--- src/hw/riscv_pkg.sv ---
// shared widths, field types and encodings for the back half of the rv32i pipeline; import where needed
package riscv_pkg;

	localparam int XLEN = 32;

	// data memory geometry, in words
	localparam int DMEM_WORDS = 256;
	localparam int DMEM_AW    = 8;

	typedef logic [XLEN-1:0] xlen_t;
	typedef logic [4:0]      rd_addr_t;
	typedef logic [2:0]      func3_t;
	typedef logic [3:0]      byte_sel_t; // bit n enables byte n
	typedef logic [1:0]      wb_src_t;

	// writeback source select
	localparam wb_src_t WB_ALU   = 2'd0;
	localparam wb_src_t WB_MEM   = 2'd1;
	localparam wb_src_t WB_PC4   = 2'd2; // jal, jalr
	localparam wb_src_t WB_PCIMM = 2'd3; // auipc

	// load func3 codes
	localparam func3_t F3_LB  = 3'd0;
	localparam func3_t F3_LH  = 3'd1;
	localparam func3_t F3_LW  = 3'd2;
	localparam func3_t F3_LBU = 3'd4;
	localparam func3_t F3_LHU = 3'd5;

endpackage

--- src/hw/riscv_load_align.sv ---
// picks the addressed byte or halfword out of a loaded word and extends it per func3
`timescale 1ns/100ps

module riscv_load_align (
	input  riscv_pkg::xlen_t  i_rd_word,
	input  logic [1:0]        i_byte_off,
	input  riscv_pkg::func3_t i_func3,
	output riscv_pkg::xlen_t  o_load_data
);
	import riscv_pkg::*;

	logic [7:0]  sel_byte;
	logic [15:0] sel_half;

	always_comb begin
		case (i_byte_off)
			2'd0:    sel_byte = i_rd_word[7:0];
			2'd1:    sel_byte = i_rd_word[15:8];
			2'd2:    sel_byte = i_rd_word[23:16];
			default: sel_byte = i_rd_word[31:24];
		endcase
	end

	// halfwords sit at offset 0 or 2 only
	assign sel_half = i_byte_off[1] ? i_rd_word[31:16] : i_rd_word[15:0];

	always_comb begin
		case (i_func3)
			F3_LB:   o_load_data = {{(XLEN-8){sel_byte[7]}}, sel_byte};
			F3_LH:   o_load_data = {{(XLEN-16){sel_half[15]}}, sel_half};
			F3_LBU:  o_load_data = {{(XLEN-8){1'b0}}, sel_byte};
			F3_LHU:  o_load_data = {{(XLEN-16){1'b0}}, sel_half};
			F3_LW:   o_load_data = i_rd_word;
			default: o_load_data = i_rd_word; // not a load width, word passes
		endcase
	end

endmodule

--- config.mk ---
export PLATFORM = sky130hd
export DESIGN_NAME = riscv_load_align
export DESIGN_NICKNAME = d
export VERILOG_FILES = /design/src/hw/riscv_pkg.sv /design/src/hw/riscv_load_align.sv
export SDC_FILE = /design/constraint.sdc
export NUM_CORES = 1
export LEC_CHECK = 0
export ABC_AREA = 1
export BUFFER_PORTS_ARGS = -buffer_cell sky130_fd_sc_hd__clkbuf_2
export CAP_MARGIN = 25
export CORE_ASPECT_RATIO = 1.25
export CORE_MARGIN = 2
export CORE_UTILIZATION = 45
export DETAILED_ROUTE_END_ITERATION = 8
export GPL_TIMING_DRIVEN = 0
export PLACE_DENSITY = 0.89
export SYNTH_ARGS = -nofsm -noshare
export SYNTH_HDL_FRONTEND = slang
export SYNTH_SLANG_ARGS = --single-unit
--- constraint.sdc ---
create_clock -name vclk -period 2.2
set_clock_uncertainty 0.15 [all_clocks]
set_input_delay 0.44 -clock vclk [all_inputs]
set_output_delay 0.44 -clock vclk [all_outputs]
set_load 0.05 [all_outputs]
# Word level (Yosys, flattened, before mapping)
# Cells that the tools add are included.
dict set report op_classes {
  n_eq_ne 5
  n_mux 3
  n_reduce_logical 2
}
# op count
set op_table {}
lappend op_table {{32-bit one-hot mux with 4 select lines} 1}
lappend op_table {{8-bit one-hot mux with 3 select lines} 1}
lappend op_table {{16-bit 2-to-1 mux} 1}
lappend op_table {{3-bit == test, second input constant} 2}
lappend op_table {{3-bit by 1-bit == test with 1-bit output, second input constant} 1}
lappend op_table {{3-bit zero test} 1}
lappend op_table {{2-bit by 1-bit == test with 1-bit output, second input constant} 1}
lappend op_table {{2-bit == test, second input constant} 1}
lappend op_table {{2-bit zero test} 1}
dict set report word_totals {
  reg_bits 0
  in_bits 37
  output_inout_bits 32
}

# Longest topological paths before layout
# Gate-level depths: netlist (run 1).
dict set report logic_depth {
  ltp_word 3
  ltp_mapped 8
}

# Worst setup path after synthesis (run 1)
# Ideal clock, no wire load.
dict set report synth_timing {
  path_type {input-to-output}
  start {input port i_byte_off[1]}
  end {output port o_load_data[4]}
  arrival_ns 1.776
  setup_slack_ns -0.166
  path_stages 7
  path_buffers 2
  path_cell_list {buf_6 > inv_2 > buf_6 > nand2_1 > nand2_1 > nand2_1 > a31oi_1}
}
dict set report synth_via {
  elab_chain_len 3
  word_cells_on_any_way 6
  classes_between {2 x eq/ne; 3 x mux; 1 x reduce/logical}
}
# item line
set synth_lines {}
lappend synth_lines {{start, declared} riscv_load_align.sv:6} ;# input logic [1:0] i_byte_off,
lappend synth_lines {{2-bit == test (tied with other cells)} riscv_load_align.sv:16} ;# case (i_byte_off)
lappend synth_lines {{8-bit one-hot mux with 3 select lines} riscv_load_align.sv:16}
lappend synth_lines {{32-bit one-hot mux with 4 select lines (*)} riscv_load_align.sv:28} ;# case (i_func3)
lappend synth_lines {{end, declared} riscv_load_align.sv:8} ;# output riscv_pkg::xlen_t o_load_data
# Every way passes the cells marked *; elsewhere a longest branch is shown, timed or not.

# Worst setup path in the final report (run 1)
dict set report layout_timing {
  start {input port i_func3[0]}
  end {output port o_load_data[31]}
}
dict set report layout_via {
  elab_chain_len 2
  word_cells_on_any_way 5
  classes_between {3 x eq/ne; 1 x mux; 1 x reduce/logical}
}
# item line
set layout_lines {}
lappend layout_lines {{start, declared} riscv_load_align.sv:7} ;# input riscv_pkg::func3_t i_func3,
lappend layout_lines {{3-bit == test (tied with other cells)} riscv_load_align.sv:28}
lappend layout_lines {{32-bit one-hot mux with 4 select lines (*)} riscv_load_align.sv:28}
# Marked as above.

==> results_dict.tcl, run 1 <==
set metrics [dict create \
    cp.arrival_ns 1.55 \
    grt_pass1_wl_um 4720 \
    portBuffers 67 \
    post-cts-setup-buffers 0 \
    fmax_mhz 468 \
    gp_congestion 0.841 \
    clockBufferCount 0 \
    swShare_pct 70.9 \
    holdCritPathClass "primary input to primary output" \
    stdcell_count 249 \
    setup_ws_ns 0.0619 \
    yosysWarnings 0 \
    synth.most_common_cell "nand2_1" \
    yosysTopAreaCellShare_pct 25.8 \
    grt_max_degree 11 \
    setup_viol 0 \
    cp-start-kind "primary input" \
    fin_total_pwr_uw 479 \
    ctsHoldBuffers 0 \
    maxCapViolCount 0 \
    p_seq_share_pct 0 \
    via_per_inst 5.14 \
    place_inst 249 \
    status "finished, final reports clean" \
    grt_pass1_vias 1164 \
    power_density_mw_per_mm2 369 \
    synth.cell_area_um2 858 \
    syn_to_final_growth_pct 51.2 \
    die_h_um 52.8 \
    diodes 0 \
    syn_inst 163 \
    post-route-util_pct 72.6 \
    antenna_found_initial 0 \
    drive_gt1_share_pct 49.1 \
    drv_slew 0 \
    yosysSeqAreaShare_pct 0 \
    rsz0062_at_grt "no" \
    vias 1281 \
    seq_cell_count 0 \
    pwr-share-comb_pct 100.0 \
    start_util_pct 48.0 \
    slew_headroom_pct 71.7 \
    p_leak_uw 0.000811 \
    finalHoldViolations 0 \
    worst-setup-path-type "primary input to primary output" \
    drt_wl_total_um 2840 \
    routedWlPerCell_um 11.4 \
    io_pins 69 \
    drt-initial-drc-count 45 \
    critPathMaxFanout 10 \
    first_pass_iters 4 \
    remaining_drc_errors 0 \
    synth_nets 200 \
    clkPwrFrac_pct 0 \
    drtAntennaViolNets 0 \
    worstSetupEndpointType "primary output" \
    synth_cell_types 20 \
    vdd_ir_drop_max_mv 0.205 \
    grt_overflow_total 0 \
    syn_avg_cell_area_um2 5.27 \
    p_int_uw 139 \
    die_area_mm2 0.00227 \
    num_rows 17 \
    synth_area_leaders "nand2_1 (26%), a21oi_1 (19%), nand3_2 (13%)" \
    yosysTopAreaCell "nand2_1" \
    dp_hpwl_um 2330 \
    p_sw_uw 340 \
    whs_ns 1.14 \
    period_minus_slack_ns 2.14 \
    worst_pin_slew_ns 0.424 \
    seq_area_um2 0 \
    crit_required_ns 1.61 \
    post-route-period-util_pct 97.2 \
    num-fill-cells 171 \
    core-area_mm2 0.00179 \
    final_nets 269 \
    grt_use_total_pct 25.4 \
    synthTopCellsByCount "nand2_1 (59), a21oi_1 (32), inv_1 (11), nand3_1 (11), nand3_2 (11)" \
    die_w_um 43.1 \
    dp_slack_ns -0.0104 \
]
[repair_timing]
item / CTS / global route
hold endpoints to repair: 0 / 0
setup endpoints to repair: 2 / 19
resized for setup: 2 / 30
pin swaps: 0 / 0
[cell families (layout without fill, tap and decap cells)]
logic type,Yosys count,in the layout,synth area share (%)
and+or+nand+nor,97,97,57.9
AOI/OAI and AO/OA,38,38,23.6
buffers and inverters,28,95,18.5
[path summary, 6_finish.rpt]
| check | startpoint | to | slack [ns] | cells past startpoint |
|---|---|---|---|---|
| worst max-delay path | i_func3[0] | o_load_data[31] | 0.06 | 7 |
| worst min-delay path | i_rd_word[11] | o_load_data[11] | 1.14 | 4 |
[area by class of cell]
| type | instances | area (µm²) | share of cell area (%) |
|---|---|---|---|
| tap | 19 | 23.8 | 1.83 |
| timing repair buffer | 67 | 368 | 28.4 |
| multi-input combinational | 135 | 747 | 57.6 |
| buffer | 12 | 98.8 | 7.62 |
| inverter | 16 | 60.1 | 4.63 |
[per-layer routing]
| metal | share of wire, % | up-vias | track usage [%] |
|---|---|---|---|
| met5 | 0 | - | 0 |
| met3 | 7.3 | 2 | 2.07 |
| met4 | 0.42 | 0 | 5.05 |
| met1 | 42 | 548 | 31.4 |
| met2 | 51 | 62 | 47.5 |
| li1 | - | 669 | - |
[power by group through the flow]
stage	sequential (µW)	combinational, µW	clock, µW
floorplan	0	354	0
global route	0	509	0
finish	0	479	0
detailed placement	0	465	0
global placement	0	462	0
CTS	0	468	0
[through the flow]
step / TNS [ns] / instance area, µm²
finish: 0 / 1300
global route: 0 / 1300
CTS: 0 / 1270
detailed placement: -0.0109 / 1260
global placement: -0.0219 / 1260
floorplan: 0 / 906
[critical path, stage by stage]
cell and delay [ns]:
clkbuf_2 0.10, buf_4 0.18, nor3_4 0.15, nand3_4 0.16, buf_6 0.19, nand3_2 0.07
clkbuf_2 0.27
[cell usage in the layout, fill, tap and decap left out]
master,netlist,layout
a21oi_1,32,21
a21oi_2,3,14
a31oi_2,0,1
buf_2,1,10
buf_4,2,3
buf_6,6,8
clkbuf_1,3,3
clkbuf_2,0,48
clkbuf_4,0,7
inv_1,11,11
inv_2,5,5
nand2_1,59,59
nand2_2,1,1
nand3_1,11,11
nand3_2,11,11
nand3_4,1,1
nand3b_4,1,1
nor2_1,10,10
nor2_2,2,2
nor3_4,1,1
o21ai_0,1,1
o21ai_1,1,1
(Power assumes the default switching activity.)
==> run 2, diff against run 1 <==
--- a/config.mk
+++ b/config.mk
@@ -9,7 +9,6 @@
 export BUFFER_PORTS_ARGS = -buffer_cell sky130_fd_sc_hd__clkbuf_2
 export CAP_MARGIN = 25
 export CORE_ASPECT_RATIO = 1.25
-export CORE_MARGIN = 2
 export CORE_UTILIZATION = 45
 export DETAILED_ROUTE_END_ITERATION = 8
 export GPL_TIMING_DRIVEN = 0
==> run 2 against run 1 <==
  * Non-clock buffer count unchanged
  * Hold slack worse by 0.019 ns
  * Die area down 8.3%
  * Cell count unchanged
  * First-iteration DRC count is 40% lower
  * Maximum frequency grew 0.38%
  * Combinational power about the same
  * Sequential share of layout area unchanged
  * Count of clock-buffer cells in the layout is the same
  * Highest routed layer is now met3
==> results_dict.tcl, run 2 (same netlist as run 1, synthesis figures left out) <==
set metrics [dict create \
    fin_tns_setup_ns 0 \
    io_pins 69 \
    start_util_pct 48.0 \
    grt_use_total_pct 25.3 \
    p_int_uw 139 \
    layout_commonest_cell "nand2_1" \
    slew_headroom_pct 71.7 \
    seq_area_um2 0 \
    clockBufferCount 0 \
    finalHoldViolations 0 \
    via_per_inst 4.99 \
    die_w_um 41.1 \
    drv_slew 0 \
    fmax_mhz 470 \
    grt_max_degree 11 \
    worst_pin_slew_ns 0.425 \
    final_cell_mix "nand2_1 (59), clkbuf_2 (46), a21oi_1 (21)" \
    cp.arrival_ns 1.54 \
    drt_wl_total_um 2630 \
    drtAntennaViolNets 0 \
    core-area_mm2 0.00179 \
    period_minus_slack_ns 2.13 \
    seq_cell_count 0 \
    ctsHoldBuffers 0 \
    die_area_mm2 0.00209 \
    final_nets 269 \
    antenna_found_initial 0 \
    die_h_um 50.8 \
    dp_hpwl_um 2170 \
    routedWlPerCell_um 10.6 \
    setup_viol 0 \
    p_seq_share_pct 0 \
    grt_pass1_wl_um 4010 \
    crit_required_ns 1.61 \
    status "finished, final reports clean" \
    maxCapViolCount 0 \
    vias 1242 \
    cp-start-kind "primary input" \
    pwr-share-comb_pct 100.0 \
    portBuffers 67 \
    swShare_pct 70.7 \
    remaining_drc_errors 0 \
    post-route-period-util_pct 96.8 \
    drive_gt1_share_pct 49.1 \
    diodes 0 \
    worstSetupEndpointType "primary output" \
    p_sw_uw 337 \
    vdd_ir_drop_max_mv 0.203 \
    p_leak_uw 0.000812 \
    grt_pass1_vias 989 \
    syn_to_final_growth_pct 51.3 \
    drt-initial-drc-count 27 \
    holdCritPathClass "primary input to primary output" \
    post-route-util_pct 72.7 \
    num_rows 17 \
    clkPwrFrac_pct 0 \
    gp_congestion 0.857 \
    worst-setup-path-type "primary input to primary output" \
    power_density_mw_per_mm2 367 \
    first_pass_iters 4 \
    critPathMaxFanout 10 \
    grt_overflow_total 0 \
    rsz0062_at_grt "yes" \
]
[run 2: area by class of cell]
| type | instances | area (µm²) |
|---|---|---|
| Multi-Input combinational cell | 135 | 747 |
| Buffer | 12 | 98.8 |
| Inverter | 16 | 60.1 |
| Fill cell | 173 | 488 |
| Timing Repair Buffer | 67 | 369 |
| Tap cell | 19 | 23.8 |
[run 2: power by group through the flow]
stage | logic [µW] | registers, µW | clock network (µW)
finish | 476 | 0 | 0
global route | 508 | 0 | 0
CTS | 466 | 0 | 0
detailed placement | 463 | 0 | 0
global placement | 461 | 0 | 0
floorplan | 354 | 0 | 0
[run 2: worst paths after layout]
kind / slack, ns / endpoint / from / cells after the start
hold / removal: 1.13 / o_load_data[9] / i_rd_word[9] / 4
setup / recovery: 0.07 / o_load_data[22] / i_func3[0] / 7
[run 2: worst max-delay path: stages]
cell and delay [ns]:
clkbuf_2 0.10, buf_4 0.18, nor3_4 0.15, nand3_4 0.16
buf_6 0.18, nand3_1 0.07, buf_2 0.26
[run 2: routing by layer]
layer	share of wire (%)	vias up	track usage [%]
met1	44	526	34.1
met5	0	-	0
met2	49	52	44.8
met4	0	0	0.556
li1	-	664	-
met3	6.4	0	0.870
[run 2: per-stage QoR]
step                      total power, µW  area [µm²]  hold WS [ns]  instances  setup slack, ns
after floorplan                       354         906         0.962        163           0.0775
after global placement                461        1260          1.18        249         -0.00943
after detailed placement              463        1260          1.17        249          -0.0259
after CTS                             466        1270          1.18        249          0.00315
after global routing                  508        1300          1.17        249         -0.00818
final                                 476        1300          1.13        249           0.0701
[run 2: what timing repair did]
item | CTS | global route
cloned | 0 | 0
setup buffers | 0 | 0
setup endpoints to repair | 2 | 21
resized for setup | 2 | 32
