[src/hw/riscv_pkg.sv]
// shared widths, field types and encodings for the back half of the rv32i pipeline; import where needed
package riscv_pkg;

	localparam int XLEN = 32;

	// data memory geometry, in words
	localparam int DMEM_WORDS = 256;
	localparam int DMEM_AW    = 8;

	typedef logic [XLEN-1:0] xlen_t;
	typedef logic [4:0]      rd_addr_t;
	typedef logic [2:0]      func3_t;
	typedef logic [3:0]      byte_sel_t; // bit n enables byte n
	typedef logic [1:0]      wb_src_t;

	// writeback source select
	localparam wb_src_t WB_ALU   = 2'd0;
	localparam wb_src_t WB_MEM   = 2'd1;
	localparam wb_src_t WB_PC4   = 2'd2; // jal, jalr
	localparam wb_src_t WB_PCIMM = 2'd3; // auipc

	// load func3 codes
	localparam func3_t F3_LB  = 3'd0;
	localparam func3_t F3_LH  = 3'd1;
	localparam func3_t F3_LW  = 3'd2;
	localparam func3_t F3_LBU = 3'd4;
	localparam func3_t F3_LHU = 3'd5;

endpackage

[src/hw/riscv_em_if.sv]
// execute/memory register contents, driven by the em register and read by the memory stage
`timescale 1ns/100ps

interface riscv_em_if;
	import riscv_pkg::*;

	wb_src_t   wb_src;
	logic      reg_wr_en;
	logic      mem_wr_en;
	byte_sel_t mem_byte_sel;
	xlen_t     alu_result; // also the memory address
	xlen_t     write_data; // already shifted into its lane
	rd_addr_t  rd_addr;
	func3_t    func3;
	xlen_t     pcplus4;
	xlen_t     pc_plus_imm;

	modport em_src (
		output wb_src, reg_wr_en, mem_wr_en, mem_byte_sel, alu_result,
		output write_data, rd_addr, func3, pcplus4, pc_plus_imm
	);

	modport mem_dst (
		input wb_src, reg_wr_en, mem_wr_en, mem_byte_sel, alu_result,
		input write_data, rd_addr, func3, pcplus4, pc_plus_imm
	);

endinterface

[src/hw/riscv_em_register.sv]
// execute/memory pipeline register; loads on every edge with i_em_en high, holds otherwise
`timescale 1ns/100ps

module riscv_em_register (
	input  logic                i_clk,
	input  logic                i_rstn,
	input  logic                i_em_en,
	input  riscv_pkg::wb_src_t   i_wb_src,
	input  logic                i_reg_wr_en,
	input  logic                i_mem_wr_en,
	input  logic                i_is_load,
	input  riscv_pkg::byte_sel_t i_mem_byte_sel,
	input  riscv_pkg::xlen_t     i_alu_result,
	input  riscv_pkg::xlen_t     i_write_data,
	input  riscv_pkg::xlen_t     i_pcplus4,
	input  riscv_pkg::xlen_t     i_pc_plus_imm,
	input  riscv_pkg::rd_addr_t  i_rd_addr,
	input  riscv_pkg::func3_t    i_func3,
	output logic                o_is_load,
	riscv_em_if.em_src          em
);
	import riscv_pkg::*;

	always_ff @(posedge i_clk or negedge i_rstn) begin
		if (!i_rstn) begin
			em.wb_src       <= WB_ALU;
			em.reg_wr_en    <= 1'b0;
			em.mem_wr_en    <= 1'b0;
			em.mem_byte_sel <= '0;
			em.alu_result   <= '0;
			em.write_data   <= '0;
			em.rd_addr      <= '0;
			em.func3        <= '0;
			em.pcplus4      <= '0;
			em.pc_plus_imm  <= '0;
			o_is_load       <= 1'b0;
		end else if (i_em_en) begin // low en keeps the instruction in place
			em.wb_src       <= i_wb_src;
			em.reg_wr_en    <= i_reg_wr_en;
			em.mem_wr_en    <= i_mem_wr_en;
			em.mem_byte_sel <= i_mem_byte_sel;
			em.alu_result   <= i_alu_result;
			em.write_data   <= i_write_data;
			em.rd_addr      <= i_rd_addr;
			em.func3        <= i_func3;
			em.pcplus4      <= i_pcplus4;
			em.pc_plus_imm  <= i_pc_plus_imm;
			o_is_load       <= i_is_load;
		end
	end

endmodule

[src/flat_wrapper.sv]
// flat-port wrapper written by rule: the top's interface ports become plain ports
module riscv_em_register_flat import riscv_pkg::*;
  (i_clk, i_rstn, i_em_en, i_wb_src, i_reg_wr_en, i_mem_wr_en, i_is_load, i_mem_byte_sel, i_alu_result, i_write_data, i_pcplus4, i_pc_plus_imm, i_rd_addr, i_func3, o_is_load, em_wb_src, em_reg_wr_en, em_mem_wr_en, em_mem_byte_sel, em_alu_result, em_write_data, em_rd_addr, em_func3, em_pcplus4, em_pc_plus_imm);
  riscv_em_if em_i ();
  input  logic i_clk;
  input  logic i_rstn;
  input  logic i_em_en;
  input  riscv_pkg::wb_src_t i_wb_src;
  input  logic i_reg_wr_en;
  input  logic i_mem_wr_en;
  input  logic i_is_load;
  input  riscv_pkg::byte_sel_t i_mem_byte_sel;
  input  riscv_pkg::xlen_t i_alu_result;
  input  riscv_pkg::xlen_t i_write_data;
  input  riscv_pkg::xlen_t i_pcplus4;
  input  riscv_pkg::xlen_t i_pc_plus_imm;
  input  riscv_pkg::rd_addr_t i_rd_addr;
  input  riscv_pkg::func3_t i_func3;
  output logic o_is_load;
  output wire logic [$bits(em_i.wb_src)-1:0] em_wb_src;
  output wire logic [$bits(em_i.reg_wr_en)-1:0] em_reg_wr_en;
  output wire logic [$bits(em_i.mem_wr_en)-1:0] em_mem_wr_en;
  output wire logic [$bits(em_i.mem_byte_sel)-1:0] em_mem_byte_sel;
  output wire logic [$bits(em_i.alu_result)-1:0] em_alu_result;
  output wire logic [$bits(em_i.write_data)-1:0] em_write_data;
  output wire logic [$bits(em_i.rd_addr)-1:0] em_rd_addr;
  output wire logic [$bits(em_i.func3)-1:0] em_func3;
  output wire logic [$bits(em_i.pcplus4)-1:0] em_pcplus4;
  output wire logic [$bits(em_i.pc_plus_imm)-1:0] em_pc_plus_imm;
  assign em_wb_src = em_i.wb_src;
  assign em_reg_wr_en = em_i.reg_wr_en;
  assign em_mem_wr_en = em_i.mem_wr_en;
  assign em_mem_byte_sel = em_i.mem_byte_sel;
  assign em_alu_result = em_i.alu_result;
  assign em_write_data = em_i.write_data;
  assign em_rd_addr = em_i.rd_addr;
  assign em_func3 = em_i.func3;
  assign em_pcplus4 = em_i.pcplus4;
  assign em_pc_plus_imm = em_i.pc_plus_imm;
  riscv_em_register u_core (.i_clk(i_clk), .i_rstn(i_rstn), .i_em_en(i_em_en), .i_wb_src(i_wb_src), .i_reg_wr_en(i_reg_wr_en), .i_mem_wr_en(i_mem_wr_en), .i_is_load(i_is_load), .i_mem_byte_sel(i_mem_byte_sel), .i_alu_result(i_alu_result), .i_write_data(i_write_data), .i_pcplus4(i_pcplus4), .i_pc_plus_imm(i_pc_plus_imm), .i_rd_addr(i_rd_addr), .i_func3(i_func3), .o_is_load(o_is_load), .em(em_i));
endmodule
[config.mk]
export PLATFORM = sky130hd
export DESIGN_NAME = riscv_em_register_flat
export DESIGN_NICKNAME = d
export VERILOG_FILES = /design/src/hw/riscv_pkg.sv /design/src/hw/riscv_em_if.sv /design/src/hw/riscv_em_register.sv /design/src/flat_wrapper.sv
export SDC_FILE = /design/constraint.sdc
export NUM_CORES = 1
export LEC_CHECK = 0
export ABC_CLOCK_PERIOD_IN_PS = 800
export BUFFER_PORTS_ARGS = -buffer_cell sky130_fd_sc_hd__clkbuf_2
export CORE_MARGIN = 3
export CORE_UTILIZATION = 25
export CTS_BUF_LIST = sky130_fd_sc_hd__clkbuf_4 sky130_fd_sc_hd__clkbuf_8
export DETAILED_ROUTE_END_ITERATION = 6
export PLACE_DENSITY = 0.56
export RECOVER_POWER = 25
export SETUP_SLACK_MARGIN = 0.5
export SYNTH_ARGS = -nofsm -noshare
export SYNTH_HDL_FRONTEND = slang
export SYNTH_SLANG_ARGS = --single-unit
[constraint.sdc]
create_clock -name i_clk -period 0.8 [get_ports i_clk]
set_input_delay 0.24 -clock i_clk [delete_from_list [all_inputs] [get_ports i_clk]]
set_output_delay 0.24 -clock i_clk [all_outputs]
set_load 0.01 [all_outputs]
Word level (Yosys, flattened, before mapping)
Cells that the tools add are included.

Logic and storage cells: 11. Register bits: 145. Output and inout port bits: 145.

Logic depth before layout (Yosys ltp)
Gate-level depths: netlist of the first run.

Depth in word-level cells: 0. Depth in mapped cells: 4. Mapped depth without buffers: 1.

Worst setup path before layout of the first run
OpenSTA, ideal clock, no wires.

Path type: in2reg. Start point: input port i_em_en. End point: register u_core.em.pc_plus_imm[0]. Cell stages on the path: 4. Arrival time: 0.938 ns. Data required time: 0.675 ns. Setup time: 0.125 ns. Buffers on the path: 3. Path slack: -0.263 ns. Path through: buf_6 -> buf_6 -> buf_6 -> mux2_4.

RTL lines: from (decl) (line flat_wrapper.sv:7) `input logic i_em_en;`; to (signal assigned) (line riscv_em_register.sv:47) `em.pc_plus_imm <= i_pc_plus_imm;`; to (decl) (line riscv_em_if.sv:20) `output write_data, rd_addr, func3, pcplus4, pc_plus_imm`.

No word-level cell between the ends.

Worst setup path in the final report of the first run
Start point: register u_core.em.pc_plus_imm[18]. End point: output port em_pc_plus_imm[18].

RTL lines: to (decl) (line flat_wrapper.sv:29) `output wire logic [$bits(em_i.pc_plus_imm)-1:0] em_pc_plus_imm;`.

No word-level cell between the ends.

==> metrics.yaml, run 1 <==
status: "finished with violations"
violations: "negative hold slack, negative setup slack"
rsz0062_at_grt: "yes"
ys_seq_elements: 145
slew_headroom_pct: 54.0
dieArea_mm2: 0.0241
drv_slew: 0
syn-instance-count: 306
grt_usage_pct: 12.4
clk_pin_slew_ns: 0.09
grt_overflow: 0
crit_fanout: 2
period_share_pct: 158
maxCapViolCount: 0
syn_avg_cell_area_um2: 18.2
hold_viol_final: 2
crit_required_ns: 0.56
tightest_slew_ns: 0.690
final-setup-viol-count: 189
drtPass1Iterations: 4
htree_num_levels: 4
synth_nets: 454
coreArea_mm2: 0.0215
rows: 53
syn_area_mm2: 0.00557
antenna_found_initial: 0
io_pins: 293
critPathKind: "flop to output pin"
clock-sinks: 145
cts_tree: "yes"
detail_route.wl_per_cell_um: 15.7
drtIter0Drc: 129
wl_um: 15400
power.density_mw_per_mm2: 2060
die_height_um: 155
path_delay_family: "flip-flops"
worst_hold_slack_ns: -0.198
drtAntennaViolNets: 0
yosys.cell_types.count: 5
viasPerCell: 4.13
clock-root-buffer: "clkbuf_8"
numPortBuffers: 292
p_leak_nw: 4.47
critical_path.endpoint_type: "output pin"
drive_gt1_share_pct: 79.2
first_global_vias: 4622
fin_ws_ns: -0.461
drc: 0
cts_buffers: 17
clock_skew_ns: 0
start_util_pct: 25.9
utilization_pct: 40.5
cpPeakStageDelay_ns: 0.44
max_clock_freq_mhz: 793
finalNetCount: 837
insertion_delay_ns: 0.43
worstPathCellList: "buf_6"
yosysWarnings: 0
hpwl_um: 11200
layout_min_cycle_time_ns: 1.26
crit_buf_inv: 1
grt_pass1_wl_um: 23900
grt_max_degree: 52
start_kind: "flop"
fp.dieW_um: 155
place.gp.congestion: 0.837
clock_path_buffers: 2
setup_tns_ns: -62.33
holdCritPathClass: "primary input to asynchronous set/reset pin"
crit_arrival_ns: 1.02
area_delta_synth_final_pct: 56.0
vias: 4038
diodes: 0
ys_seq_area_share_pct: 65.1
ir_drop_v: 0.00113
cpMaxStageDelayCell: "dfrtp_1"
==> cells in the mapped netlist, drive strengths merged <==
library cell	number	area (um2)
mux2	145	1820
dfrtp	145	3630
buf	16	124
==> where the power goes <==
part	switching (mW)	internal, mW	leakage [nW]
Sequential	0.455	8.06	1.70
Combinational	1.45	2.25	2.58
Clock	2.96	2.72	0.195
==> through the flow <==
step / power (mW) / hold slack [ns] / instance area, um2 / cells / worst slack (ns)
floorplan: 10.0 / -0.0556 / 5600 / 306 / -0.244
global placement: 11.6 / 0.0685 / 7620 / 889 / -0.332
detailed placement: 11.7 / 0.0642 / 7620 / 889 / -0.358
CTS: 17.8 / -0.441 / 8280 / 955 / -0.477
global route: 18.9 / -0.217 / 8700 / 977 / -0.529
finish: 17.9 / -0.198 / 8700 / 977 / -0.461
==> path summary, 6_finish.rpt <==
check,start,endpoint,slack (ns),depth (start not counted)
worst max-delay path,u_core.em.pc_plus_imm[18],em_pc_plus_imm[18],-0.46,1
worst min-delay path,i_rstn,u_core.em.pc_plus_imm[9],-0.20,1
worst max register to register,u_core.em.pc_plus_imm[18],u_core.em.pc_plus_imm[18],-0.23,3
worst min register to register,u_core.em.write_data[30],u_core.em.write_data[30],0.51,1
max in group asynchronous,i_rstn,u_core.em.pcplus4[5],0.14,2
min in group i_clk,i_pc_plus_imm[9],u_core.em.pc_plus_imm[9],0.02,2
==> routing by layer <==
metal	vias to the layer above	share of wire (%)	GRT usage, %
li1	1841	-	-
met1	1982	37	13.3
met2	203	52	22.2
met3	12	9.8	5.45
met4	0	1.2	3.83
met5	-	0	0
==> cells in the final DEF (no fill, tap or decap), drive strengths merged <==
cell | netlist | final
inv | 0 | 6
clkinv | 0 | 3
mux2 | 145 | 145
bufinv | 0 | 1
buf | 16 | 101
dfrtp | 145 | 145
clkbuf | 0 | 299
clkinvlp | 0 | 2
==> area by class of cell <==
class | count | area [um2]
multi-input combinational | 145 | 1860
timing repair buffer | 380 | 2470
clock buffer | 20 | 269
tap | 275 | 344
fill | 2011 | 12800
sequential | 145 | 3630
clock inverter | 12 | 120
==> flip-flops by register name, summed over array words and instances, names as in the netlist, 2 cells and up <==
name and cells:
u_core.em.alu_result 32, u_core.em.pc_plus_imm 32, u_core.em.write_data 32, u_core.em.pcplus4 32, u_core.em.rd_addr 5, u_core.em.mem_byte_sel 4
u_core.em.func3 3, u_core.em.wb_src 2
==> what timing repair did <==
item	in CTS	in global routing
resized for setup	3	86
gates cloned	0	0
endpoints found under the setup margin	290	290
buffers inserted	34	22
hold endpoints to repair	197	243
==> logic make-up (layout without fill, tap and decap cells) <==
group | count (synthesis) | in the layout | share of synthesized area, %
multiplexers | 145 | 145 | 32.7
flip-flops | 145 | 145 | 65.1
buffers and inverters | 16 | 412 | 2.22
(Power assumes the default switching activity.)
==> inputs of run 2 (changes only) <==
- CELL_PAD_IN_SITES_DETAIL_PLACEMENT: not set -> 2
- CELL_PAD_IN_SITES_GLOBAL_PLACEMENT: not set -> 2
- CORE_MARGIN: 3 -> not set
- HOLD_SLACK_MARGIN: not set -> 0.03
- PLACE_DENSITY: 0.56 -> 0.76
==> run 2 against run 1 <==
  * The run still ends with negative hold slack, negative setup slack left
  * Critical path depth stayed put
  * Final cell count is 3.4% higher
  * Utilization is 1.3 points higher
  * Fmax is 0.92% higher
  * Final area is 4.8% higher
  * Total power is 3.8% higher
  * Via count is 4.4% higher
  * Sequential share of layout area is 1.9 points lower
  * Critical path type unchanged
  * Critical endpoint is now em_pc_plus_imm[10]
  * Highest routed layer unchanged
==> metrics.yaml, run 2 (synthesis results as in run 1) <==
status: "finished with violations"
violations: "negative hold slack, negative setup slack"
drtAntennaViolNets: 0
finalPower_mw: 18.6
post-place-ws_ns: -0.362
wl_um: 19700
path_delay_family: "flip-flops"
setup_tns_ns: -68.70
rows: 54
detail_route.wl_per_cell_um: 19.5
rsz0062_at_grt: "yes"
diodes: 0
power.density_mw_per_mm2: 2040
post-place-cells: 891
period_share_pct: 156
viasPerCell: 4.17
seqCellArea_mm2: 0.00363
cpPeakStageDelay_ns: 0.42
fp.dieW_um: 151
utilization_pct: 41.8
insertion_delay_ns: 0.45
grt_overflow: 0
area_delta_synth_final_pct: 63.6
htree_num_levels: 4
critical_path.endpoint_type: "output pin"
numPortBuffers: 292
place.gp.congestion: 0.714
multi_input_area_mm2: 0.00188
top_usage_layer: "met2"
clk_pin_slew_ns: 0.09
stdcell_area_mm2: 0.00912
ir_drop_v: 0.00101
maxCapViolCount: 0
grtUsageMet2_pct: 29.5
crit_buf_inv: 1
fin_ws_ns: -0.449
rr_worst_depth: 3
holdCritPathClass: "primary input to asynchronous set/reset pin"
cp_num_cells: 1
crit_arrival_ns: 1.01
crit_fanout: 2
vias: 4214
slew_headroom_pct: 45.9
cpMaxStageDelayCell: "dfrtp_1"
final-setup-viol-count: 206
worstPathCellList: "clkbuf_2"
fillers: 2220
io_pins: 293
clock_skew_ns: 0
grt_pass1_wl_um: 26900
start_kind: "flop"
clock-sinks: 145
start_util_pct: 25.5
layout_min_cycle_time_ns: 1.25
finalNetCount: 865
antenna_found_initial: 0
critPathKind: "flop to output pin"
grt_max_degree: 43
drc: 0
clock-root-buffer: "clkbuf_8"
die_height_um: 151
max_clock_freq_mhz: 800
hold_viol_final: 4
coreArea_mm2: 0.0218
crit_required_ns: 0.56
drtIter0Drc: 67
dieArea_mm2: 0.0229
global_route.usage.met1_pct: 16.1
drive_gt1_share_pct: 80.0
clock_path_buffers: 2
dpl_cell_area_mm2: 0.00759
layout_commonest_cell: "clkbuf_2"
layout_common_cells: "261 x clkbuf_2, 145 x dfrtp_1, 107 x buf_6"
drtPass1Iterations: 4
final_cell_count_no_fill: 1010
cts_buffers: 17
grt_usage_pct: 15.7
cts_tree: "yes"
worst_hold_slack_ns: -0.148
grtUsageMet3_pct: 5.69
p_leak_nw: 4.68
drv_slew: 0
first_global_vias: 4856
hpwl_um: 13300
tightest_slew_ns: 0.811
-- run 2: where the power goes --
part / leakage, nW / internal, mW / switching [mW]
logic: 2.80 / 2.61 / 1.66
clock network: 0.187 / 2.63 / 3.10
registers: 1.70 / 8.06 / 0.524
-- run 2: area by class of cell --
cell class / instances / share of cell area, %
sequential: 145 / 39.8
multi-input combinational: 145 / 20.6
tap: 280 / 3.84
clock inverter: 13 / 1.40
timing repair buffer: 408 / 31.5
clock buffer: 19 / 2.80
-- run 2: layer usage --
layer	vias up	wire, um
li1	1890	-
met2	172	11200
met3	14	1360
met1	2138	6970
met4	0	168
met5	-	0
-- run 2: timing repair --
item | in CTS | in global routing
endpoints found under the setup margin | 290 | 290
buffers inserted | 50 | 37
hold endpoints to repair | 288 | 288
gates resized for setup | 10 | 150
-- run 2: path summary, 6_finish.rpt --
kind,start,slack (ns),endpoint
setup / recovery,u_core.em.pc_plus_imm[10],-0.45,em_pc_plus_imm[10]
hold / removal,i_rstn,-0.15,u_core.em.pc_plus_imm[22]
setup reg to reg,u_core.em.pc_plus_imm[18],-0.23,u_core.em.pc_plus_imm[18]
hold reg to reg,u_core.em.alu_result[19],0.51,u_core.em.alu_result[19]
max in group asynchronous,i_rstn,0.12,u_core.em.pcplus4[22]
min in group i_clk,i_write_data[24],0.02,u_core.em.write_data[24]
