--- src/hw/riscv_pkg.sv ---
// shared widths, field types and encodings for the back half of the rv32i pipeline; import where needed
package riscv_pkg;

	localparam int XLEN = 32;

	// data memory geometry, in words
	localparam int DMEM_WORDS = 256;
	localparam int DMEM_AW    = 8;

	typedef logic [XLEN-1:0] xlen_t;
	typedef logic [4:0]      rd_addr_t;
	typedef logic [2:0]      func3_t;
	typedef logic [3:0]      byte_sel_t; // bit n enables byte n
	typedef logic [1:0]      wb_src_t;

	// writeback source select
	localparam wb_src_t WB_ALU   = 2'd0;
	localparam wb_src_t WB_MEM   = 2'd1;
	localparam wb_src_t WB_PC4   = 2'd2; // jal, jalr
	localparam wb_src_t WB_PCIMM = 2'd3; // auipc

	// load func3 codes
	localparam func3_t F3_LB  = 3'd0;
	localparam func3_t F3_LH  = 3'd1;
	localparam func3_t F3_LW  = 3'd2;
	localparam func3_t F3_LBU = 3'd4;
	localparam func3_t F3_LHU = 3'd5;

endpackage

--- src/hw/riscv_em_if.sv ---
// execute/memory register contents, driven by the em register and read by the memory stage
`timescale 1ns/100ps

interface riscv_em_if;
	import riscv_pkg::*;

	wb_src_t   wb_src;
	logic      reg_wr_en;
	logic      mem_wr_en;
	byte_sel_t mem_byte_sel;
	xlen_t     alu_result; // also the memory address
	xlen_t     write_data; // already shifted into its lane
	rd_addr_t  rd_addr;
	func3_t    func3;
	xlen_t     pcplus4;
	xlen_t     pc_plus_imm;

	modport em_src (
		output wb_src, reg_wr_en, mem_wr_en, mem_byte_sel, alu_result,
		output write_data, rd_addr, func3, pcplus4, pc_plus_imm
	);

	modport mem_dst (
		input wb_src, reg_wr_en, mem_wr_en, mem_byte_sel, alu_result,
		input write_data, rd_addr, func3, pcplus4, pc_plus_imm
	);

endinterface

--- src/hw/riscv_mem_wb.sv ---
// writeback source mux followed by the memory/writeback pipeline register
`timescale 1ns/100ps

module riscv_mem_wb (
	input  logic                i_clk,
	input  logic                i_rstn,
	input  riscv_pkg::xlen_t    i_load_data,
	riscv_em_if.mem_dst         em,
	output logic                o_wb_reg_wr_en,
	output riscv_pkg::rd_addr_t o_wb_rd_addr,
	output riscv_pkg::xlen_t    o_wb_data
);
	import riscv_pkg::*;

	xlen_t wb_next;

	always_comb begin
		case (em.wb_src)
			WB_MEM:   wb_next = i_load_data;
			WB_PC4:   wb_next = em.pcplus4;
			WB_PCIMM: wb_next = em.pc_plus_imm;
			default:  wb_next = em.alu_result; // WB_ALU
		endcase
	end

	// always advances; a held em stage simply repeats here
	always_ff @(posedge i_clk or negedge i_rstn) begin
		if (!i_rstn) begin
			o_wb_reg_wr_en <= 1'b0;
			o_wb_rd_addr   <= '0;
			o_wb_data      <= '0;
		end else begin
			o_wb_reg_wr_en <= em.reg_wr_en;
			o_wb_rd_addr   <= em.rd_addr;
			o_wb_data      <= wb_next;
		end
	end

endmodule

--- src/flat_wrapper.sv ---
// flat-port wrapper written by rule: the top's interface ports become plain ports
module riscv_mem_wb_flat import riscv_pkg::*;
  (i_clk, i_rstn, i_load_data, o_wb_reg_wr_en, o_wb_rd_addr, o_wb_data, em_wb_src, em_reg_wr_en, em_mem_wr_en, em_mem_byte_sel, em_alu_result, em_write_data, em_rd_addr, em_func3, em_pcplus4, em_pc_plus_imm);
  riscv_em_if em_i ();
  input  logic i_clk;
  input  logic i_rstn;
  input  riscv_pkg::xlen_t i_load_data;
  output logic o_wb_reg_wr_en;
  output riscv_pkg::rd_addr_t o_wb_rd_addr;
  output riscv_pkg::xlen_t o_wb_data;
  input wire logic [$bits(em_i.wb_src)-1:0] em_wb_src;
  input wire logic [$bits(em_i.reg_wr_en)-1:0] em_reg_wr_en;
  input wire logic [$bits(em_i.mem_wr_en)-1:0] em_mem_wr_en;
  input wire logic [$bits(em_i.mem_byte_sel)-1:0] em_mem_byte_sel;
  input wire logic [$bits(em_i.alu_result)-1:0] em_alu_result;
  input wire logic [$bits(em_i.write_data)-1:0] em_write_data;
  input wire logic [$bits(em_i.rd_addr)-1:0] em_rd_addr;
  input wire logic [$bits(em_i.func3)-1:0] em_func3;
  input wire logic [$bits(em_i.pcplus4)-1:0] em_pcplus4;
  input wire logic [$bits(em_i.pc_plus_imm)-1:0] em_pc_plus_imm;
  assign em_i.wb_src = em_wb_src;
  assign em_i.reg_wr_en = em_reg_wr_en;
  assign em_i.mem_wr_en = em_mem_wr_en;
  assign em_i.mem_byte_sel = em_mem_byte_sel;
  assign em_i.alu_result = em_alu_result;
  assign em_i.write_data = em_write_data;
  assign em_i.rd_addr = em_rd_addr;
  assign em_i.func3 = em_func3;
  assign em_i.pcplus4 = em_pcplus4;
  assign em_i.pc_plus_imm = em_pc_plus_imm;
  riscv_mem_wb u_core (.i_clk(i_clk), .i_rstn(i_rstn), .i_load_data(i_load_data), .em(em_i), .o_wb_reg_wr_en(o_wb_reg_wr_en), .o_wb_rd_addr(o_wb_rd_addr), .o_wb_data(o_wb_data));
endmodule
--- config.mk ---
export PLATFORM = sky130hd
export DESIGN_NAME = riscv_mem_wb_flat
export DESIGN_NICKNAME = d
export VERILOG_FILES = /design/src/hw/riscv_pkg.sv /design/src/hw/riscv_em_if.sv /design/src/hw/riscv_mem_wb.sv /design/src/flat_wrapper.sv
export SDC_FILE = /design/constraint.sdc
export NUM_CORES = 1
export LEC_CHECK = 0
export CORE_AREA = 5 5 81 83
export CTS_BUF_LIST = sky130_fd_sc_hd__clkbuf_2 sky130_fd_sc_hd__clkbuf_4 sky130_fd_sc_hd__clkbuf_8
export DETAILED_ROUTE_END_ITERATION = 12
export DIE_AREA = 0 0 86 88
export DONT_BUFFER_PORTS = 1
export PLACE_DENSITY = 0.5
export SYNTH_ARGS = -nofsm -noshare
export SYNTH_HDL_FRONTEND = slang
export SYNTH_SLANG_ARGS = --single-unit
--- constraint.sdc ---
create_clock -name i_clk -period 0.8 [get_ports i_clk]
set_input_delay 0.16 -clock i_clk [delete_from_list [all_inputs] [get_ports i_clk]]
set_output_delay 0.16 -clock i_clk [all_outputs]
set_load 0.01 [all_outputs]
[Word-level counts from Yosys, hierarchy flattened]
Cells that the tools add are included.
Word-level totals
  input port bits: 178
  output and inout bits: 38
  word-level logic and storage cells: 7
  flip-flop bits (word level): 38
Cells by class
  multiplexer cells: 1
  eq/ne operators: 3
Operators with widths (count)
  one-hot mux 32 bit (3 select lines): 1
  equality test 2 bit, second input constant: 2
  equality test 2 x 1 -> 1 bit, second input constant: 1

[Logic depth before layout (Yosys ltp)]
Gate-level depths: netlist (run 1).
  depth after elaboration: 2
  mapped depth: 3

[Least setup slack after synthesis (run 1)]
Ideal clock, no wire load.
  kind: input -> register
  start point: input port em_wb_src[0]
  end point: register u_core.o_wb_data[0]
  cell stages on the path: 3
  arrival: 897 ps
  library setup time: 139 ps
  path slack: -236 ps
  required time: 661 ps
  buffers on the path: 2
  cell sequence: buf_6 -> buf_12 -> mux4_2
Between the ends
  cells in the longest elaborated chain, start to end: 2
RTL lines
  start, declared: line flat_wrapper.sv:11  | input wire logic [$bits(em_i.wb_src)-1:0] em_wb_src;
  equality test 2 bit or equality test 2 x 1 -> 1 bit (tied branches): line riscv_mem_wb.sv:18  | case (em.wb_src)
  one-hot mux 32 bit (3 select lines) *: line riscv_mem_wb.sv:18
  net u_core.wb_next[0]: line riscv_mem_wb.sv:15  | xlen_t wb_next;
  end signal, assigned: line riscv_mem_wb.sv:35  | o_wb_data <= wb_next;
  end, declared: line riscv_mem_wb.sv:11  | output riscv_pkg::xlen_t o_wb_data
Mark *: on every way through the listed nets, which the timed path passes. The rest lies on a longest branch.

[Final worst setup path (run 1)]
  start point: register u_core.o_wb_data[31]
  end point: output port o_wb_data[31]
RTL lines
  end, declared: line flat_wrapper.sv:10  | output riscv_pkg::xlen_t o_wb_data;
No word-level cell between the ends.

==> reports/results.ini, run 1 <==
[status]
status = finished, violations left
violations = hold timing, setup timing

[sta]
relSlewSlack_pct = 87.75
worst_hold_slack_ns = -0.4408
max_clock_freq_ghz = 1.123
finalHoldViolations = 38
setup_slack_ns = -0.09065
slew_violations = 0
worst_slew_pin_slew_ns = 0.1838
rsz0062_at_grt = yes
period_share_pct = 111.3
min_period_ns = 0.8907
setup_viol = 38

[synthesis]
syn_area_um2 = 1765
ys_seq_elements = 38
synthMuxAreaShare_pct = 41.25
synth_xor_xnor_area_share_pct = 0
synth_top_family_by_area = multiplexers
yosysUniqueCellTypes = 6
synth.avg_cell_area_um2 = 22.93
synth-simple-area-share_pct = 0
synthAdderAreaFrac_pct = 0
ys_warn_count = 0
synth_nets = 255
syn-instance-count = 77
synth-compound-area-share_pct = 0
seq_area_frac_synth_pct = 53.86

[clock_tree]
clk_path_buf_depth = 2
hold_buffers = 6
cts_buffers = 5
post_cts_buffers = 0
clock_sinks = 38
cts_root_buf = clkbuf_8
cts_tree = built
cts_resized = 0
clkTransAtPathRegs_ns = 0.08
cts_max_level = 2

[worst_setup_path]
arrival_ns = 0.73
cp-start-kind = register
endpoint_kind = output pin
worstPathRequired_ns = 0.64
crit_fanout = 1
critPathKind = register to output pin

[global_route]
grt_start_max_net_pins = 39
grt_antenna_before_repair = 0
grt_pass1_vias = 1211
track_usage_pct = 12.40
grt_overflow = 0
grt_pass1_wl_um = 6879

[min_path]
hold_path_class = input pin to asynchronous set/reset pin

[power_and_ir_drop]
p_switching_uw = 925.7
peakVddDrop_mv = 0.7261
leakage_nw = 0.7483
p_int_mw = 3.625
clkPwrFrac_pct = 42.5
powerDensity_nw_per_um2 = 2309
totalPowerFinal_mw = 4.550
p_comb_share_pct = 7.2
swShare_pct = 20.34
pwr-share-seq_pct = 50.3

[floorplanning]
num_rows = 28
core_area_um2 = 5781
start_util_pct = 30.54
die_w_um = 86
die_height_um = 88
dieArea_um2 = 7568
design.portCount = 216

[finish]
n_antenna_cell = 0
fill_cells = 574
stdcell_area_um2 = 1971
nNetsFinal = 261
area_growth_pct = 11.62
drive_above_1_share_pct = 45.24

[routing]
drtIter0Drc = 42
drt-pass1-iter-count = 3
final_antenna_net_count = 0
wl_per_cell_um = 30.43
via_count = 907
route.detailed.drc = 0
drt_wl_total_um = 4839
drt-vias-per-instance = 5.704

[placement]
portBuffers = 0
dpl_cell_area_um2 = 1773
gp_congestion = 0.7013

[job]
maxCapViolations = 0

cells by family (layout without fill, tap and decap cells):
logic type	count (synthesis)	count (layout)
buffers and inverters	7	14
flip-flops	38	38
multiplexers	32	32
cells in the final DEF (no fill, tap or decap):
cell type	count
dlygate4sd3_1	6
clkinv_4	1
bufinv_16	2
mux4_2	30
mux4_1	2
clkbuf_8	5
dfrtp_1	38
power groups by stage:
stage | Combinational (mW) | Clock, mW | Sequential [mW]
2_1_floorplan | 0.384 | 0 | 2.28
3_3_place_gp | 0.297 | 0 | 2.33
3_5_place_dp | 0.304 | 0 | 2.33
4_1_cts | 0.332 | 2.01 | 2.30
5_1_grt | 0.350 | 2.10 | 2.31
6_report | 0.326 | 1.94 | 2.29
registers in the layout, summed over array words and instances (netlist names):
signal                 count
u_core.o_wb_rd_addr        5
u_core.o_wb_data          32
u_core.o_wb_reg_wr_en      1
cells in the mapped netlist (all sizes together):
| master | count | area, um^2 |
|---|---|---|
| buf | 7 | 86.33 |
| dfrtp | 38 | 950.9 |
| mux4 | 32 | 728.2 |
cell type report:
cell class / count / area, um^2 / area share [%]
Multi-Input combinational cell: 32 / 728.2 / 36.95
Sequential cell: 38 / 950.9 / 48.25
Timing Repair Buffer: 6 / 60.06 / 3.048
Clock buffer: 5 / 68.82 / 3.492
Tap cell: 75 / 93.84 / 4.762
Clock inverter: 3 / 68.82 / 3.492
metal layers:
layer | track usage (%) | wire [um] | share of wire (%) | up-vias
li1 | - | - | - | 334
met1 | 13.48 | 1592 | 33 | 451
met2 | 20.74 | 2471 | 51 | 117
met3 | 6.867 | 735 | 15 | 5
met4 | 3.885 | 40 | 0.83 | 0
met5 | 0 | 0 | 0 | -
final timing paths:
path,slack (ns),from,end,cells past startpoint
max,-0.09,u_core.o_wb_data[31],o_wb_data[31],0
min,-0.44,i_rstn,u_core.o_wb_data[31],0
max in group asynchronous,1.16,i_rstn,u_core.o_wb_data[18],0
min in group i_clk,0.02,em_wb_src[1],u_core.o_wb_data[31],1
metrics by stage:
stage	setup WS [ns]	std cells	util [%]	TNS (ns)
after floorplan	-0.2102	77	-	-6.549
after global placement	-0.03414	145	30.67	-0.06768
after detailed placement	-0.03188	145	30.67	-0.07412
after CTS	-0.1082	159	34.09	-2.950
after global routing	-0.1173	159	34.09	-3.501
final	-0.09065	159	34.09	-2.234
Note: power is estimated with default switching activity, not from simulation.
==> run 2, diff against run 1 <==
Settings changed: CORE_AREA 5 5 81 83 to 2 2 83 85, DIE_AREA 0 0 86 88 to 0 0 85 87, PLACE_DENSITY 0.5 to 0.46, REMOVE_ABC_BUFFERS set to 1.
==> run 2 against run 1 <==
The run still ends with hold timing, setup timing left. Clock-buffer cell count did not move. Non-clock buffer count unchanged. Fmax grew 0.81%. Final cell count grew 3.1%. Worst setup slack improved by 0.0072 ns. Hold slack better by 0.00090 ns. Critical path type unchanged. Largest power group unchanged. Highest routed layer unchanged.
==> reports/results.ini, run 2 (synthesis results as in run 1) <==
[status]
status = finished, violations left
violations = hold timing, setup timing

[clock_tree]
clkTransAtPathRegs_ns = 0.08  ; about the same
cts_tree = built
cts_resized = 0  ; unchanged
cts_max_level = 2  ; unchanged
hold_buffers = 6  ; unchanged
cts_buffers = 5  ; unchanged
clock_sinks = 38  ; unchanged
post_cts_buffers = 0  ; unchanged
cts_root_buf = clkbuf_8
clk_path_buf_depth = 2  ; unchanged

[routing]
route.detailed.drc = 0  ; unchanged
drt-vias-per-instance = 5.427  ; -4.9%
drtIter0Drc = 12  ; -71%
drt-pass1-iter-count = 4  ; +1
wl_per_cell_um = 25.03  ; -18%
via_count = 890  ; -1.9%
drt_wl_total_um = 4105  ; -15%
final_antenna_net_count = 0  ; unchanged

[global_route]
grt_start_max_net_pins = 39  ; unchanged
grt_use_met1_pct = 11.64  ; -1.8 points
grt_overflow = 0  ; unchanged
met3_usage_pct = 5.687  ; -1.2 points
grt_pass1_wl_um = 5789  ; -16%
track_usage_pct = 10.71  ; -1.7 points
grt_use_met2_pct = 17.61  ; -3.1 points
grt_antenna_before_repair = 0  ; unchanged
grt-busiest-layer = met2
grt_pass1_vias = 1071  ; -12%

[sta]
worst_hold_slack_ns = -0.4399  ; +0.0008970 ns
max_clock_freq_ghz = 1.132  ; +0.81%
worst_slew_pin_slew_ns = 0.1695  ; -0.01435 ns
setup_slack_ns = -0.08347  ; +0.007180 ns
min_period_ns = 0.8835  ; -0.007180 ns
relSlewSlack_pct = 88.71  ; +0.96 points
setup_viol = 38  ; unchanged
finalHoldViolations = 38  ; unchanged
period_share_pct = 110.4  ; -0.90 points
rsz0062_at_grt = yes
slew_violations = 0  ; unchanged

[floorplanning]
dieArea_um2 = 7395  ; -2.3%
die_height_um = 87  ; -1.1%
num_rows = 30  ; +7.1%
design.portCount = 216  ; unchanged
start_util_pct = 26.88  ; -3.7 points
die_w_um = 85  ; -1.2%
core_area_um2 = 6569  ; +14%

[worst_setup_path]
critPathKind = register to output pin
crit_fanout = 1  ; unchanged
endpoint_kind = output pin
arrival_ns = 0.72  ; about the same
cp-start-kind = register
worstPathRequired_ns = 0.64  ; about the same

[min_path]
hold_path_class = input pin to asynchronous set/reset pin

[finish]
regMostFlops = u_core.o_wb_data
nNetsFinal = 261  ; unchanged
largest_reg_flops = 32  ; unchanged
drive_above_1_share_pct = 45.24  ; unchanged
stdcell_area_um2 = 1948  ; -1.1%
utilization_pct = 29.66  ; -4.4 points
multi_input_area_um2 = 728.2  ; unchanged
layout_common_cells = 38 x dfrtp_1, 30 x mux4_2, 6 x dlygate4sd3_1
fill_cells = 615  ; +7.1%
n_antenna_cell = 0  ; unchanged
final-seq-area_um2 = 950.9  ; unchanged
area_growth_pct = 10.35
layout_commonest_cell = dfrtp_1
reg.largest.list = u_core.o_wb_data: 32 flops, u_core.o_wb_rd_addr: 5 flops, u_core.o_wb_reg_wr_en: 1 flops

[power_and_ir_drop]
powerDensity_nw_per_um2 = 2150  ; -6.9%
peakVddDrop_mv = 0.8519  ; +17%
leakage_nw = 0.7379  ; -1.4%

[placement]
portBuffers = 0  ; unchanged
gp_congestion = 0.7083  ; +1.0%
dpl_cell_area_um2 = 1779  ; +0.35%

[job]
maxCapViolations = 0  ; unchanged

==> run 2: cell types whose count changed in the layout (fill, tap and decap cells not counted) <==
cell       delta
clkinv_2      +2
bufinv_16     -1
clkinv_4      -1
==> run 2: final cells by class <==
cell class | instances | share of cell area, %
sequential | 38 | 48.81
multi-input combinational | 32 | 37.38
tap | 80 | 5.138
clock buffer | 5 | 3.532
timing repair buffer | 6 | 3.083
clock inverter | 3 | 2.055
==> run 2: layer usage <==
layer | wire [um] | share of wire [%] | vias up
met1 | 1386 | 34 | 440
met4 | 55 | 1.3 | 0
li1 | - | - | 333
met2 | 1986 | 48 | 113
met5 | 0 | 0 | -
met3 | 676 | 16 | 4
==> run 2: through the flow <==
stage	std cells	power (mW)	setup slack (ns)	TNS [ns]	hold WS [ns]
global route	164	4.365	-0.1154	-3.137	-0.4600
finish	164	4.189	-0.08347	-2.001	-0.4399
CTS	164	4.276	-0.1054	-2.657	-0.4535
global placement	150	2.622	-0.02846	-0.05311	-0.1343
floorplan	70	2.565	-0.004395	-0.008791	-0.1356
detailed placement	150	2.620	-0.02656	-0.05101	-0.1344
==> run 2: final timing paths <==
path                                      from  depth (start not counted)  slack (ns)                    to
min in group i_clk                em_wb_src[1]                          1        0.04  u_core.o_wb_data[28]
hold / removal                          i_rstn                          0       -0.44   u_core.o_wb_data[9]
max in group asynchronous               i_rstn                          0        1.16  u_core.o_wb_data[25]
setup / recovery           u_core.o_wb_data[9]                          0       -0.08          o_wb_data[9]
==> run 2: where the power goes <==
group | switching [mW] | internal (mW)
Clock | 0.666 | 0.918
Sequential | 0.180 | 2.10
Combinational | 0.0494 | 0.275
==> run 2: repair_timing <==
| item | CTS | global route |
|---|---|---|
| pin swaps | 0 | 0 |
| endpoints found under the setup margin | 38 | 38 |
| endpoints found under the hold margin | 44 | 38 |
